[src/verilog/csr_pkg.sv]
// Shared widths, CSR addresses, opcode and cause encodings and bundles, imported by every CSR block
package csr_pkg;

    localparam int XLEN      = 32;
    localparam int CSR_ADR_W = 12;

    // Machine-mode CSR addresses
    localparam logic [CSR_ADR_W-1:0] CSR_MSTATUS  = 12'h300;
    localparam logic [CSR_ADR_W-1:0] CSR_MISA     = 12'h301;
    localparam logic [CSR_ADR_W-1:0] CSR_MIE      = 12'h304;
    localparam logic [CSR_ADR_W-1:0] CSR_MTVEC    = 12'h305;
    localparam logic [CSR_ADR_W-1:0] CSR_MSCRATCH = 12'h340;
    localparam logic [CSR_ADR_W-1:0] CSR_MEPC     = 12'h341;
    localparam logic [CSR_ADR_W-1:0] CSR_MCAUSE   = 12'h342;
    localparam logic [CSR_ADR_W-1:0] CSR_MTVAL    = 12'h343;
    localparam logic [CSR_ADR_W-1:0] CSR_MIP      = 12'h344;
    localparam logic [CSR_ADR_W-1:0] CSR_MHARTID  = 12'hF14;

    // RV32I, base ISA only
    localparam logic [XLEN-1:0] MISA_VALUE = 32'h4000_0100;

    // Implemented bit positions in mstatus and mie/mip
    localparam int MSTATUS_MIE_BIT  = 3;
    localparam int MSTATUS_MPIE_BIT = 7;
    localparam int MIX_MSI_BIT      = 3;
    localparam int MIX_MTI_BIT      = 7;
    localparam int MIX_MEI_BIT      = 11;

    // mtvec bit 1 and mepc bits 1:0 are hardwired to zero
    localparam logic [XLEN-1:0] MTVEC_WMASK = 32'hFFFF_FFFD;
    localparam logic [XLEN-1:0] MEPC_WMASK  = 32'hFFFF_FFFC;

    // Zicsr funct3 field, 0 and 4 are not CSR operations
    typedef enum logic [2:0] {
        FUNCT3_CSR_RW  = 3'd1,
        FUNCT3_CSR_RS  = 3'd2,
        FUNCT3_CSR_RC  = 3'd3,
        FUNCT3_CSR_RWI = 3'd5,
        FUNCT3_CSR_RSI = 3'd6,
        FUNCT3_CSR_RCI = 3'd7
    } funct3_csr_t;

    typedef enum logic [4:0] {
        IRQ_CAUSE_MSI = 5'd3,
        IRQ_CAUSE_MTI = 5'd7,
        IRQ_CAUSE_MEI = 5'd11
    } irq_cause_t;

    typedef enum logic [4:0] {
        EX_CAUSE_INSTR_MISALIGNED = 5'd0,
        EX_CAUSE_ILLEGAL_INSTR    = 5'd2,
        EX_CAUSE_BREAKPOINT       = 5'd3,
        EX_CAUSE_LOAD_MISALIGNED  = 5'd4,
        EX_CAUSE_STORE_MISALIGNED = 5'd6,
        EX_CAUSE_ECALL_M          = 5'd11
    } ex_cause_t;

    typedef struct packed {
        logic msi;
        logic mti;
        logic mei;
    } irq_vec_t;

    typedef struct packed {
        logic            ena;
        logic [XLEN-1:0] src1;
        logic [XLEN-1:0] src2;
    } funit_in_t;

    typedef struct packed {
        logic            rdy;
        logic            err;
        logic [XLEN-1:0] res;
    } funit_out_t;

    typedef struct packed {
        logic [CSR_ADR_W-1:0] adr;
        logic                 we;
        logic [XLEN-1:0]      wdat;
    } csr_acc_t;

    typedef struct packed {
        logic [XLEN-1:0] rdat;
        logic            hit;
        logic            ro;
    } csr_info_t;

    typedef struct packed {
        logic mie;
        logic mpie;
    } mstatus_t;

    typedef struct packed {
        logic            entry;
        logic            mret;
        logic [XLEN-1:0] mepc;
        logic [XLEN-1:0] mcause;
        logic [XLEN-1:0] mtval;
        mstatus_t        status_next;
    } trap_upd_t;

endpackage

[src/verilog/csr_ctrl.sv]
// Zicsr opcode decode that turns one functional unit request into a single CSR access
`timescale 1ns/10ps

module csr_ctrl import csr_pkg::*; (
    input  funit_in_t   fu_i,
    input  funct3_csr_t funct_i,
    input  logic        rs1_zero_i,     // rs1 is x0 or uimm is 0
    input  csr_info_t   csr_info_i,
    output csr_acc_t    csr_acc_o,
    output funit_out_t  fu_o
);

    logic [XLEN-1:0] src1;
    logic [XLEN-1:0] old_val;
    logic [XLEN-1:0] new_val;
    logic            wr_req;
    logic            illegal;
    logic            err;

    assign src1    = fu_i.src1;
    assign old_val = csr_info_i.rdat;

    // Write value and write intent per opcode class
    always_comb begin
        new_val = '0;
        wr_req  = 1'b0;
        illegal = 1'b0;

        case (funct_i)
            FUNCT3_CSR_RW,
            FUNCT3_CSR_RWI: begin
                new_val = src1;
                wr_req  = 1'b1;
            end

            FUNCT3_CSR_RS,
            FUNCT3_CSR_RSI: begin
                new_val = old_val | src1;
                wr_req  = !rs1_zero_i;
            end

            FUNCT3_CSR_RC,
            FUNCT3_CSR_RCI: begin
                new_val = old_val & ~src1;
                wr_req  = !rs1_zero_i;
            end

            default: begin
                illegal = 1'b1;
            end
        endcase
    end

    // A set or clear with a zero mask on a read-only CSR is still legal
    assign err = fu_i.ena & (illegal | !csr_info_i.hit | (wr_req & csr_info_i.ro));

    always_comb begin
        csr_acc_o.adr  = fu_i.src2[CSR_ADR_W-1:0];
        csr_acc_o.we   = fu_i.ena & wr_req & !err;
        csr_acc_o.wdat = new_val;
    end

    always_comb begin
        fu_o.rdy = fu_i.ena;
        fu_o.err = err;

        // Old value goes back to rd, nothing on a failed access
        if (fu_i.ena && !err) begin
            fu_o.res = old_val;
        end else begin
            fu_o.res = '0;
        end
    end

endmodule

[src/verilog/csr_regs.sv]
// Machine-mode CSR storage with read decode, write masks and trap/mret state updates
`timescale 1ns/10ps

module csr_regs import csr_pkg::*; (
    input  logic            clk_i,
    input  logic            arst_n_i,

    input  csr_acc_t        csr_acc_i,
    output csr_info_t       csr_info_o,

    input  trap_upd_t       trap_upd_i,
    input  irq_vec_t        irq_pend_i,

    output mstatus_t        mstatus_o,
    output irq_vec_t        mie_o,
    output logic [XLEN-1:0] mtvec_o,
    output logic [XLEN-1:0] mepc_o
);

    mstatus_t        mstatus_q;
    irq_vec_t        mie_q;
    logic [XLEN-1:0] mtvec_q;
    logic [XLEN-1:0] mscratch_q;
    logic [XLEN-1:0] mepc_q;
    logic [XLEN-1:0] mcause_q;
    logic [XLEN-1:0] mtval_q;

    logic [XLEN-1:0] wdat;
    assign wdat = csr_acc_i.wdat;

    // Address decode and read mux
    always_comb begin
        csr_info_o.rdat = '0;
        csr_info_o.hit  = 1'b1;
        csr_info_o.ro   = 1'b0;

        case (csr_acc_i.adr)
            CSR_MSTATUS: begin
                csr_info_o.rdat[MSTATUS_MIE_BIT]  = mstatus_q.mie;
                csr_info_o.rdat[MSTATUS_MPIE_BIT] = mstatus_q.mpie;
            end
            CSR_MISA: begin
                csr_info_o.rdat = MISA_VALUE;
                csr_info_o.ro   = 1'b1;
            end
            CSR_MIE: begin
                csr_info_o.rdat[MIX_MSI_BIT] = mie_q.msi;
                csr_info_o.rdat[MIX_MTI_BIT] = mie_q.mti;
                csr_info_o.rdat[MIX_MEI_BIT] = mie_q.mei;
            end
            CSR_MTVEC:    csr_info_o.rdat = mtvec_q;
            CSR_MSCRATCH: csr_info_o.rdat = mscratch_q;
            CSR_MEPC:     csr_info_o.rdat = mepc_q;
            CSR_MCAUSE:   csr_info_o.rdat = mcause_q;
            CSR_MTVAL:    csr_info_o.rdat = mtval_q;
            CSR_MIP: begin
                // Pending lines are wired straight through
                csr_info_o.rdat[MIX_MSI_BIT] = irq_pend_i.msi;
                csr_info_o.rdat[MIX_MTI_BIT] = irq_pend_i.mti;
                csr_info_o.rdat[MIX_MEI_BIT] = irq_pend_i.mei;
                csr_info_o.ro                = 1'b1;
            end
            CSR_MHARTID: begin
                csr_info_o.ro = 1'b1;
            end
            default: begin
                csr_info_o.hit = 1'b0;
            end
        endcase
    end

    // Software writes first, trap events afterwards so they take priority
    always_ff @(posedge clk_i or negedge arst_n_i) begin
        if (!arst_n_i) begin
            mstatus_q  <= '0;
            mie_q      <= '0;
            mtvec_q    <= '0;
            mscratch_q <= '0;
            mepc_q     <= '0;
            mcause_q   <= '0;
            mtval_q    <= '0;
        end else begin
            if (csr_acc_i.we) begin
                case (csr_acc_i.adr)
                    CSR_MSTATUS: begin
                        mstatus_q.mie  <= wdat[MSTATUS_MIE_BIT];
                        mstatus_q.mpie <= wdat[MSTATUS_MPIE_BIT];
                    end
                    CSR_MIE: begin
                        mie_q.msi <= wdat[MIX_MSI_BIT];
                        mie_q.mti <= wdat[MIX_MTI_BIT];
                        mie_q.mei <= wdat[MIX_MEI_BIT];
                    end
                    CSR_MTVEC:    mtvec_q    <= wdat & MTVEC_WMASK;
                    CSR_MSCRATCH: mscratch_q <= wdat;
                    CSR_MEPC:     mepc_q     <= wdat & MEPC_WMASK;
                    CSR_MCAUSE:   mcause_q   <= wdat;
                    CSR_MTVAL:    mtval_q    <= wdat;
                    default: begin
                    end
                endcase
            end

            if (trap_upd_i.entry) begin
                mepc_q    <= trap_upd_i.mepc & MEPC_WMASK;
                mcause_q  <= trap_upd_i.mcause;
                mtval_q   <= trap_upd_i.mtval;
                mstatus_q <= trap_upd_i.status_next;
            end else if (trap_upd_i.mret) begin
                mstatus_q <= trap_upd_i.status_next;
            end
        end
    end

    assign mstatus_o = mstatus_q;
    assign mie_o     = mie_q;
    assign mtvec_o   = mtvec_q;
    assign mepc_o    = mepc_q;

endmodule

[src/verilog/csr_irq.sv]
// Interrupt request logic that masks pending lines and picks one cause by fixed priority
`timescale 1ns/10ps

module csr_irq import csr_pkg::*; (
    input  irq_vec_t   irq_pend_i,
    input  irq_vec_t   mie_i,
    input  mstatus_t   mstatus_i,
    output logic       irq_o,
    output irq_cause_t irq_cause_o
);

    irq_vec_t active;

    // Line must be pending, enabled and globally unmasked
    always_comb begin
        active.msi = irq_pend_i.msi & mie_i.msi & mstatus_i.mie;
        active.mti = irq_pend_i.mti & mie_i.mti & mstatus_i.mie;
        active.mei = irq_pend_i.mei & mie_i.mei & mstatus_i.mie;
    end

    assign irq_o = active.msi | active.mti | active.mei;

    // External beats software beats timer
    always_comb begin
        if (active.mei) begin
            irq_cause_o = IRQ_CAUSE_MEI;
        end else if (active.msi) begin
            irq_cause_o = IRQ_CAUSE_MSI;
        end else if (active.mti) begin
            irq_cause_o = IRQ_CAUSE_MTI;
        end else begin
            // Idle value, only meaningful while irq_o is high
            irq_cause_o = IRQ_CAUSE_MSI;
        end
    end

endmodule

[src/verilog/csr_trap.sv]
// Trap event arbitration, status stacking and handler address for the CSR unit
`timescale 1ns/10ps

module csr_trap import csr_pkg::*; (
    input  logic            ex_i,
    input  ex_cause_t       ex_cause_i,
    input  logic            irq_take_i,
    input  irq_cause_t      irq_cause_i,
    input  logic            mret_i,
    input  logic [XLEN-1:0] trap_pc_i,
    input  logic [XLEN-1:0] trap_adr_i,
    input  mstatus_t        mstatus_i,
    input  logic [XLEN-1:0] mtvec_i,
    output trap_upd_t       trap_upd_o,
    output logic [XLEN-1:0] trap_vec_o
);

    logic            irq_entry;
    logic [XLEN-1:0] base;

    // Exception first, then interrupt, then mret
    assign irq_entry = irq_take_i & !ex_i;

    always_comb begin
        trap_upd_o             = '0;
        trap_upd_o.status_next = mstatus_i;

        if (ex_i || irq_take_i) begin
            trap_upd_o.entry            = 1'b1;
            trap_upd_o.mepc             = trap_pc_i;
            trap_upd_o.status_next.mpie = mstatus_i.mie;
            trap_upd_o.status_next.mie  = 1'b0;
            if (ex_i) begin
                trap_upd_o.mcause = XLEN'(ex_cause_i);
                trap_upd_o.mtval  = trap_adr_i;
            end else begin
                trap_upd_o.mcause         = XLEN'(irq_cause_i);
                trap_upd_o.mcause[XLEN-1] = 1'b1;
            end
        end else if (mret_i) begin
            trap_upd_o.mret             = 1'b1;
            trap_upd_o.status_next.mie  = mstatus_i.mpie;
            trap_upd_o.status_next.mpie = 1'b1;
        end
    end

    // Mode in bit 0, vectored only applies to interrupts
    assign base       = {mtvec_i[XLEN-1:2], 2'b00};
    assign trap_vec_o = (mtvec_i[0] && irq_entry) ? base + (XLEN'(irq_cause_i) << 2) : base;

endmodule

[src/verilog/csr_unit.sv]
// Top of the machine-mode CSR unit, driven by the core's execute stage and trap logic
`timescale 1ns/10ps

module csr_unit import csr_pkg::*; (
    input  logic        clk_i,
    input  logic        arst_n_i,

    // Functional unit port
    input  funit_in_t   fu_i,
    input  funct3_csr_t funct_i,
    input  logic        rs1_zero_i,
    output funit_out_t  fu_o,

    // Interrupt lines and request
    input  irq_vec_t    irq_pend_i,
    output logic        irq_o,
    output irq_cause_t  irq_cause_o,

    // Trap events
    input  logic            ex_i,
    input  ex_cause_t       ex_cause_i,
    input  logic            irq_take_i,
    input  logic            mret_i,
    input  logic [XLEN-1:0] trap_pc_i,
    input  logic [XLEN-1:0] trap_adr_i,
    output logic [XLEN-1:0] trap_vec_o,
    output logic [XLEN-1:0] epc_o
);

    csr_acc_t        csr_acc;
    csr_info_t       csr_info;
    trap_upd_t       trap_upd;
    mstatus_t        mstatus;
    irq_vec_t        mie;
    logic [XLEN-1:0] mtvec;

    csr_ctrl u_ctrl (
        .fu_i       (fu_i),
        .funct_i    (funct_i),
        .rs1_zero_i (rs1_zero_i),
        .csr_info_i (csr_info),
        .csr_acc_o  (csr_acc),
        .fu_o       (fu_o)
    );

    csr_regs u_regs (
        .clk_i      (clk_i),
        .arst_n_i   (arst_n_i),
        .csr_acc_i  (csr_acc),
        .csr_info_o (csr_info),
        .trap_upd_i (trap_upd),
        .irq_pend_i (irq_pend_i),
        .mstatus_o  (mstatus),
        .mie_o      (mie),
        .mtvec_o    (mtvec),
        .mepc_o     (epc_o)
    );

    csr_irq u_irq (
        .irq_pend_i  (irq_pend_i),
        .mie_i       (mie),
        .mstatus_i   (mstatus),
        .irq_o       (irq_o),
        .irq_cause_o (irq_cause_o)
    );

    csr_trap u_trap (
        .ex_i        (ex_i),
        .ex_cause_i  (ex_cause_i),
        .irq_take_i  (irq_take_i),
        .irq_cause_i (irq_cause_o),
        .mret_i      (mret_i),
        .trap_pc_i   (trap_pc_i),
        .trap_adr_i  (trap_adr_i),
        .mstatus_i   (mstatus),
        .mtvec_i     (mtvec),
        .trap_upd_o  (trap_upd),
        .trap_vec_o  (trap_vec_o)
    );

endmodule

[config.mk]
export PLATFORM = sky130hd
export DESIGN_NAME = csr_unit
export DESIGN_NICKNAME = d
export VERILOG_FILES = /design/src/verilog/csr_pkg.sv /design/src/verilog/csr_ctrl.sv /design/src/verilog/csr_regs.sv /design/src/verilog/csr_irq.sv /design/src/verilog/csr_trap.sv /design/src/verilog/csr_unit.sv
export SDC_FILE = /design/constraint.sdc
export NUM_CORES = 1
export LEC_CHECK = 0
export ABC_CLOCK_PERIOD_IN_PS = 5800
export BUFFER_PORTS_ARGS = -buffer_cell sky130_fd_sc_hd__buf_2
export CORE_ASPECT_RATIO = 1.2
export CORE_MARGIN = 2
export CORE_UTILIZATION = 55
export DETAILED_ROUTE_END_ITERATION = 10
export HOLD_SLACK_MARGIN = 0.02
export PLACE_DENSITY = 0.81
export SYNTH_ARGS = -nofsm -noshare
export SYNTH_HDL_FRONTEND = slang
export SYNTH_HIERARCHICAL = 1
export SYNTH_SLANG_ARGS = --single-unit
[constraint.sdc]
create_clock -name clk_i -period 5.8 [get_ports clk_i]
set_input_delay 0.29 -clock clk_i [delete_from_list [all_inputs] [get_ports clk_i]]
set_output_delay 0.29 -clock clk_i [all_outputs]
set_load 0.05 [all_outputs]
After elaboration in Yosys (flattened, before gate mapping). Index checks and enable logic that the tools add are counted.

$add $sub $neg: 1. Equal/unequal tests: 16. Mux-type cells: 38. Bitwise gates (word level): 18. Reduce and logical (&&, ||, !) cells: 27.

Operator list (number): two-way mux 32 bit (13); case mux 20 bit (6 select lines) (1); == test 12 x 10 -> 1 bit, second input constant (9); two-way mux 96 bit (1); case mux 32 bit (3 select lines) (1); adder 32 x 7 -> 32 bit (1); AND 32 bit (1); NOT 32 bit (1); OR 32 bit (1); case mux 3 bit (5 select lines) (2); case mux 3 bit (6 select lines) (1); case mux 1 bit (8 select lines) (2); AND reduction 2 bit (7); == test 12 bit, second input constant (1); two-way mux 2 bit (6); AND 1 bit (11); two-way mux 5 bit (2); OR reduction 10 bit (1); == test 3 bit, second input constant (3); nonzero test 2 bit (4); case mux 1 bit (7 select lines) (1); == test 3 x 2 -> 1 bit, second input constant (2); two-way mux 1 bit (6); nonzero test 3 bit (2); other kinds (11) (20).

Flip-flop bits (word level): 164. Output and inout port bits: 104. Word-level logic and storage cells: 110.

Depth between registers and ports, before layout.
Depth in word-level cells: 12. Mapped depth: 16. Mapped depth without buffers: 11.

Modules after synthesis. Netlist, hierarchy kept.

By module, submodules not included: csr_regs (instances 1, cells each 746, area each 8528.2 µm², sequential area each 4053.9 µm²); csr_trap (instances 1, cells each 220, area each 1541.5 µm², sequential area each 0.0 µm²); csr_ctrl (instances 1, cells each 170, area each 1232.4 µm², sequential area each 0.0 µm²); csr_irq (instances 1, cells each 10, area each 70.1 µm², sequential area each 0.0 µm²).

Worst setup path after synthesis. No wires, ideal clock.

Path kind: input -> register. Start point: input port fu_i[4] in the netlist's numbering. End point: register u_regs.mtval_q[12]. Library setup time: 0.131 ns. Arrival time: 3.307 ns. Data required time: 5.669 ns. Path slack: 2.363 ns. Stages on the path: 14. Path buffers: 4. Cells stage by stage: buf_4 -> or3_4 -> or3_1 -> o21ai_0 -> nand2_1 -> o22ai_4 -> buf_6 -> and3_1 -> nand4_1 -> or4_1 -> buf_6 -> buf_4 -> nand3b_1 -> o211ai_1.

RTL lines: start: declaration (RTL line csr_unit.sv:9) `input funit_in_t fu_i,`; end signal: assignment (RTL line csr_regs.sv:98) `CSR_MTVAL: mtval_q <= wdat;`; end signal: assignment (RTL line csr_regs.sv:107) `mtval_q <= trap_upd_i.mtval;`; end: declaration (RTL line csr_regs.sv:26) `logic [XLEN-1:0] mtval_q;`.

==> flow_summary_export.csv <==
group,metric,value,unit
drt,remaining_drc_errors,0,
clock_network,cts_tree,"yes",
sta,timing.hold.ws,0.185,ns
final_layout,register_area,4050,sq um
grt,maximum_number_of_pins_on_one_net_before_global_route_repair,198,
floorplan,design.portCount,250,
clock_network,cts-root-buf,"clkbuf_16",
grt,grt_antenna_before_repair,2,
power_and_ir_drop,power_density_cells,225,nW/um^2
flow_run,max_cap_viol_count,0,
power_and_ir_drop,p_clk_share,41.6,%
clock_network,worst_skew_pair.late_latency,0.43,ns
floorplan,row_count,57,
drt,route.vias.total,9653,
min_path,min_path_type,"in2reg",
final_layout,multi_input_area,6460,sq um
floorplan,chipWidth,135,um
power_and_ir_drop,switching_share,27.7,%
sta,fmax,257,MHz
setup_path,critPathArrivalTime,4.19,ns
placement,gp_congestion,0.882,
clock_network,clock_sinks,162,
power_and_ir_drop,cell_internal_pwr,2.09,mW
setup_path,reg2reg_slack,3.44,ns
setup_path,crit_path_start_kind,"primary input",
floorplan,die_y,161,um
final_layout,fill_cells,1671,
sta,timing.final.crit_share,67.2,%
synth,syn-instance-count,1143,
grt,grt_first_pass_wirelength,50900,um
drt,post_drt_via_cell_ratio,6.17,
synth,yosys_warning_total,6,
setup_path,worst_setup_path_end_kind,"flip-flop",
final_layout,area_growth_syn_to_layout,13.1,%
power_and_ir_drop,irDropWorstVdd,0.000212,V
floorplan,design.die.area,21800,sq um
synth,cell_area_synth,11400,sq um
sta,worst_slew_pin_slew,1.19,ns
drt,drt.antenna.violating_nets,0,
drt,avgRoutedWirePerCell,21.0,um
sta,final_max_slew_viol_count,0,
clock_network,cts_max_path_buffers,2,
floorplan,start_util,56.0,%
clock_network,postCtsHoldBufs,1,
sta,rsz0062_at_grt,"no",
clock_network,cts_buffers,17,
setup_path,critPathRequiredTime,6.10,ns
final_layout,post_route_cells_drive_above_1_share,27.7,%
drt,detail_route.first_pass.iterations,7,
sta,timing.slew.headroom,19.9,%
power_and_ir_drop,power.leakage,6.13,nW
clock_network,post-cts-setup-buffers,0,
final_layout,nNetsFinal,1437,
power_and_ir_drop,seqPwrFrac,42.4,%
outcome,run_status,"finished clean",
power_and_ir_drop,power.net_switching,799,uW
clock_network,clk_transition_reported_paths,0.06,ns
placement,place_hpwl,22000,um
sta,fin_tns_setup,0,ns
clock_network,post_cts_resized,0,
floorplan,core_region_area,20300,sq um
setup_path,max_fanout_on_critical_path,47,
final_layout,postLayoutCoreUtil,63.4,%
placement,buffer_ports.inserted,219,
sta,fin_skew,0.00975,ns
drt,first_iter_violations,935,
sta,timing.final.crit_period,3.90,ns
grt,grt_overflow,0,
sta,setup_viol,0,
grt,grt_pass1_vias,9416,
grt,overall_global_routing_resource_usage,30.0,%
synth,syn-mean-instance-area,9.93,sq um
power_and_ir_drop,combinationalPowerShare,16.0,%
sta,hold_violations,0,
clock_network,htree_num_levels,4,
drt,route.final.wire_length,32800,um
setup_path,crit_type,"in2reg",
path summary, 6_finish.rpt:
kind | from | to | depth (start not counted)
setup reg to reg | u_regs/mstatus_o[0]$_DFFE_PN0P_ | u_regs/mtval_q[7]$_DFFE_PN0P_ | 8
hold reg to reg | u_regs/mscratch_q[7]$_DFFE_PN0P_ | u_regs/mscratch_q[7]$_DFFE_PN0P_ | 1
min in group asynchronous | arst_n_i | u_regs/mcause_q[6]$_DFFE_PN0P_ | 2
hold / removal | trap_pc_i[14] | u_regs/mepc_o[14]$_DFFE_PN0P_ | 4
setup / recovery | fu_i[1] | u_regs/mtval_q[28]$_DFFE_PN0P_ | 13
max in group asynchronous | arst_n_i | u_regs/mtvec_o[28]$_DFFE_PN0P_ | 3
final cells by class:
| cell class | instances | area share [%] |
|---|---|---|
| tap | 265 | 2.58 |
| clock buffer | 22 | 3.77 |
| timing repair buffer | 236 | 9.60 |
| antenna | 2 | 0.0390 |
| sequential | 162 | 31.6 |
| multi-input combinational | 835 | 50.3 |
| clock inverter | 10 | 1.15 |
| inverter | 33 | 1.00 |
layer usage:
metal / wire length (um) / vias up / GRT usage (%)
met5: 0 / - / 0
met4: 1400 / 0 / 14.4
met3: 2330 / 107 / 4.33
met2: 15600 / 490 / 47.4
met1: 13500 / 4694 / 41.0
li1: - / 4362 / -
power groups by stage:
stage	combinational, mW	clock [mW]	sequential, mW
finish	0.462	1.20	1.22
global route	0.497	1.26	1.23
global placement	0.446	0	1.24
detailed placement	0.456	0	1.24
floorplan	0.268	0	1.30
CTS	0.459	1.21	1.22
cell usage in the layout, fill, tap and decap left out, types with 33 or more instances in the layout:
master    count
a22o_1       63
and2_1       64
and3_1       37
buf_2       218
conb_1       33
dfrtp_1     162
mux2_2       40
mux2i_1      39
nand2_1     118
nand2b_1     34
nand3b_1     95
o211ai_1     94
sequential cells by signal, summed over array words and instances (netlist names):
register and count:
u_regs/mcause_q 32, u_regs/mepc_o 30, u_regs/mie_o 3, u_regs/mtval_q 32, u_regs/mscratch_q 32, u_regs/mtvec_o 31
u_regs/mstatus_o 2
critical path, stage by stage:
cell and delay [ns]:
buf_2 0.28, nor2_1 0.29, nand2_1 0.15, or4_1 0.50, o21ai_0 0.20, nand2_1 0.17
o22ai_4 0.15, and3_1 0.33, nand4_1 0.12, or4_2 1.05, buf_4 0.41, nand3b_1 0.13
o211ai_1 0.10
metrics by stage:
| step | setup WS [ns] | instances | area (sq um) | power, mW |
|---|---|---|---|---|
| 2_1_floorplan | 2.36 | 1172 | 11500 | 1.57 |
| 3_3_place_gp | 1.58 | 1530 | 12200 | 1.69 |
| 3_5_place_dp | 1.52 | 1530 | 12200 | 1.70 |
| 4_1_cts | 1.95 | 1563 | 12800 | 2.89 |
| 5_1_grt | 1.63 | 1565 | 12800 | 2.99 |
| 6_report | 1.90 | 1565 | 12800 | 2.89 |
Power figures use the tool's default switching activity.
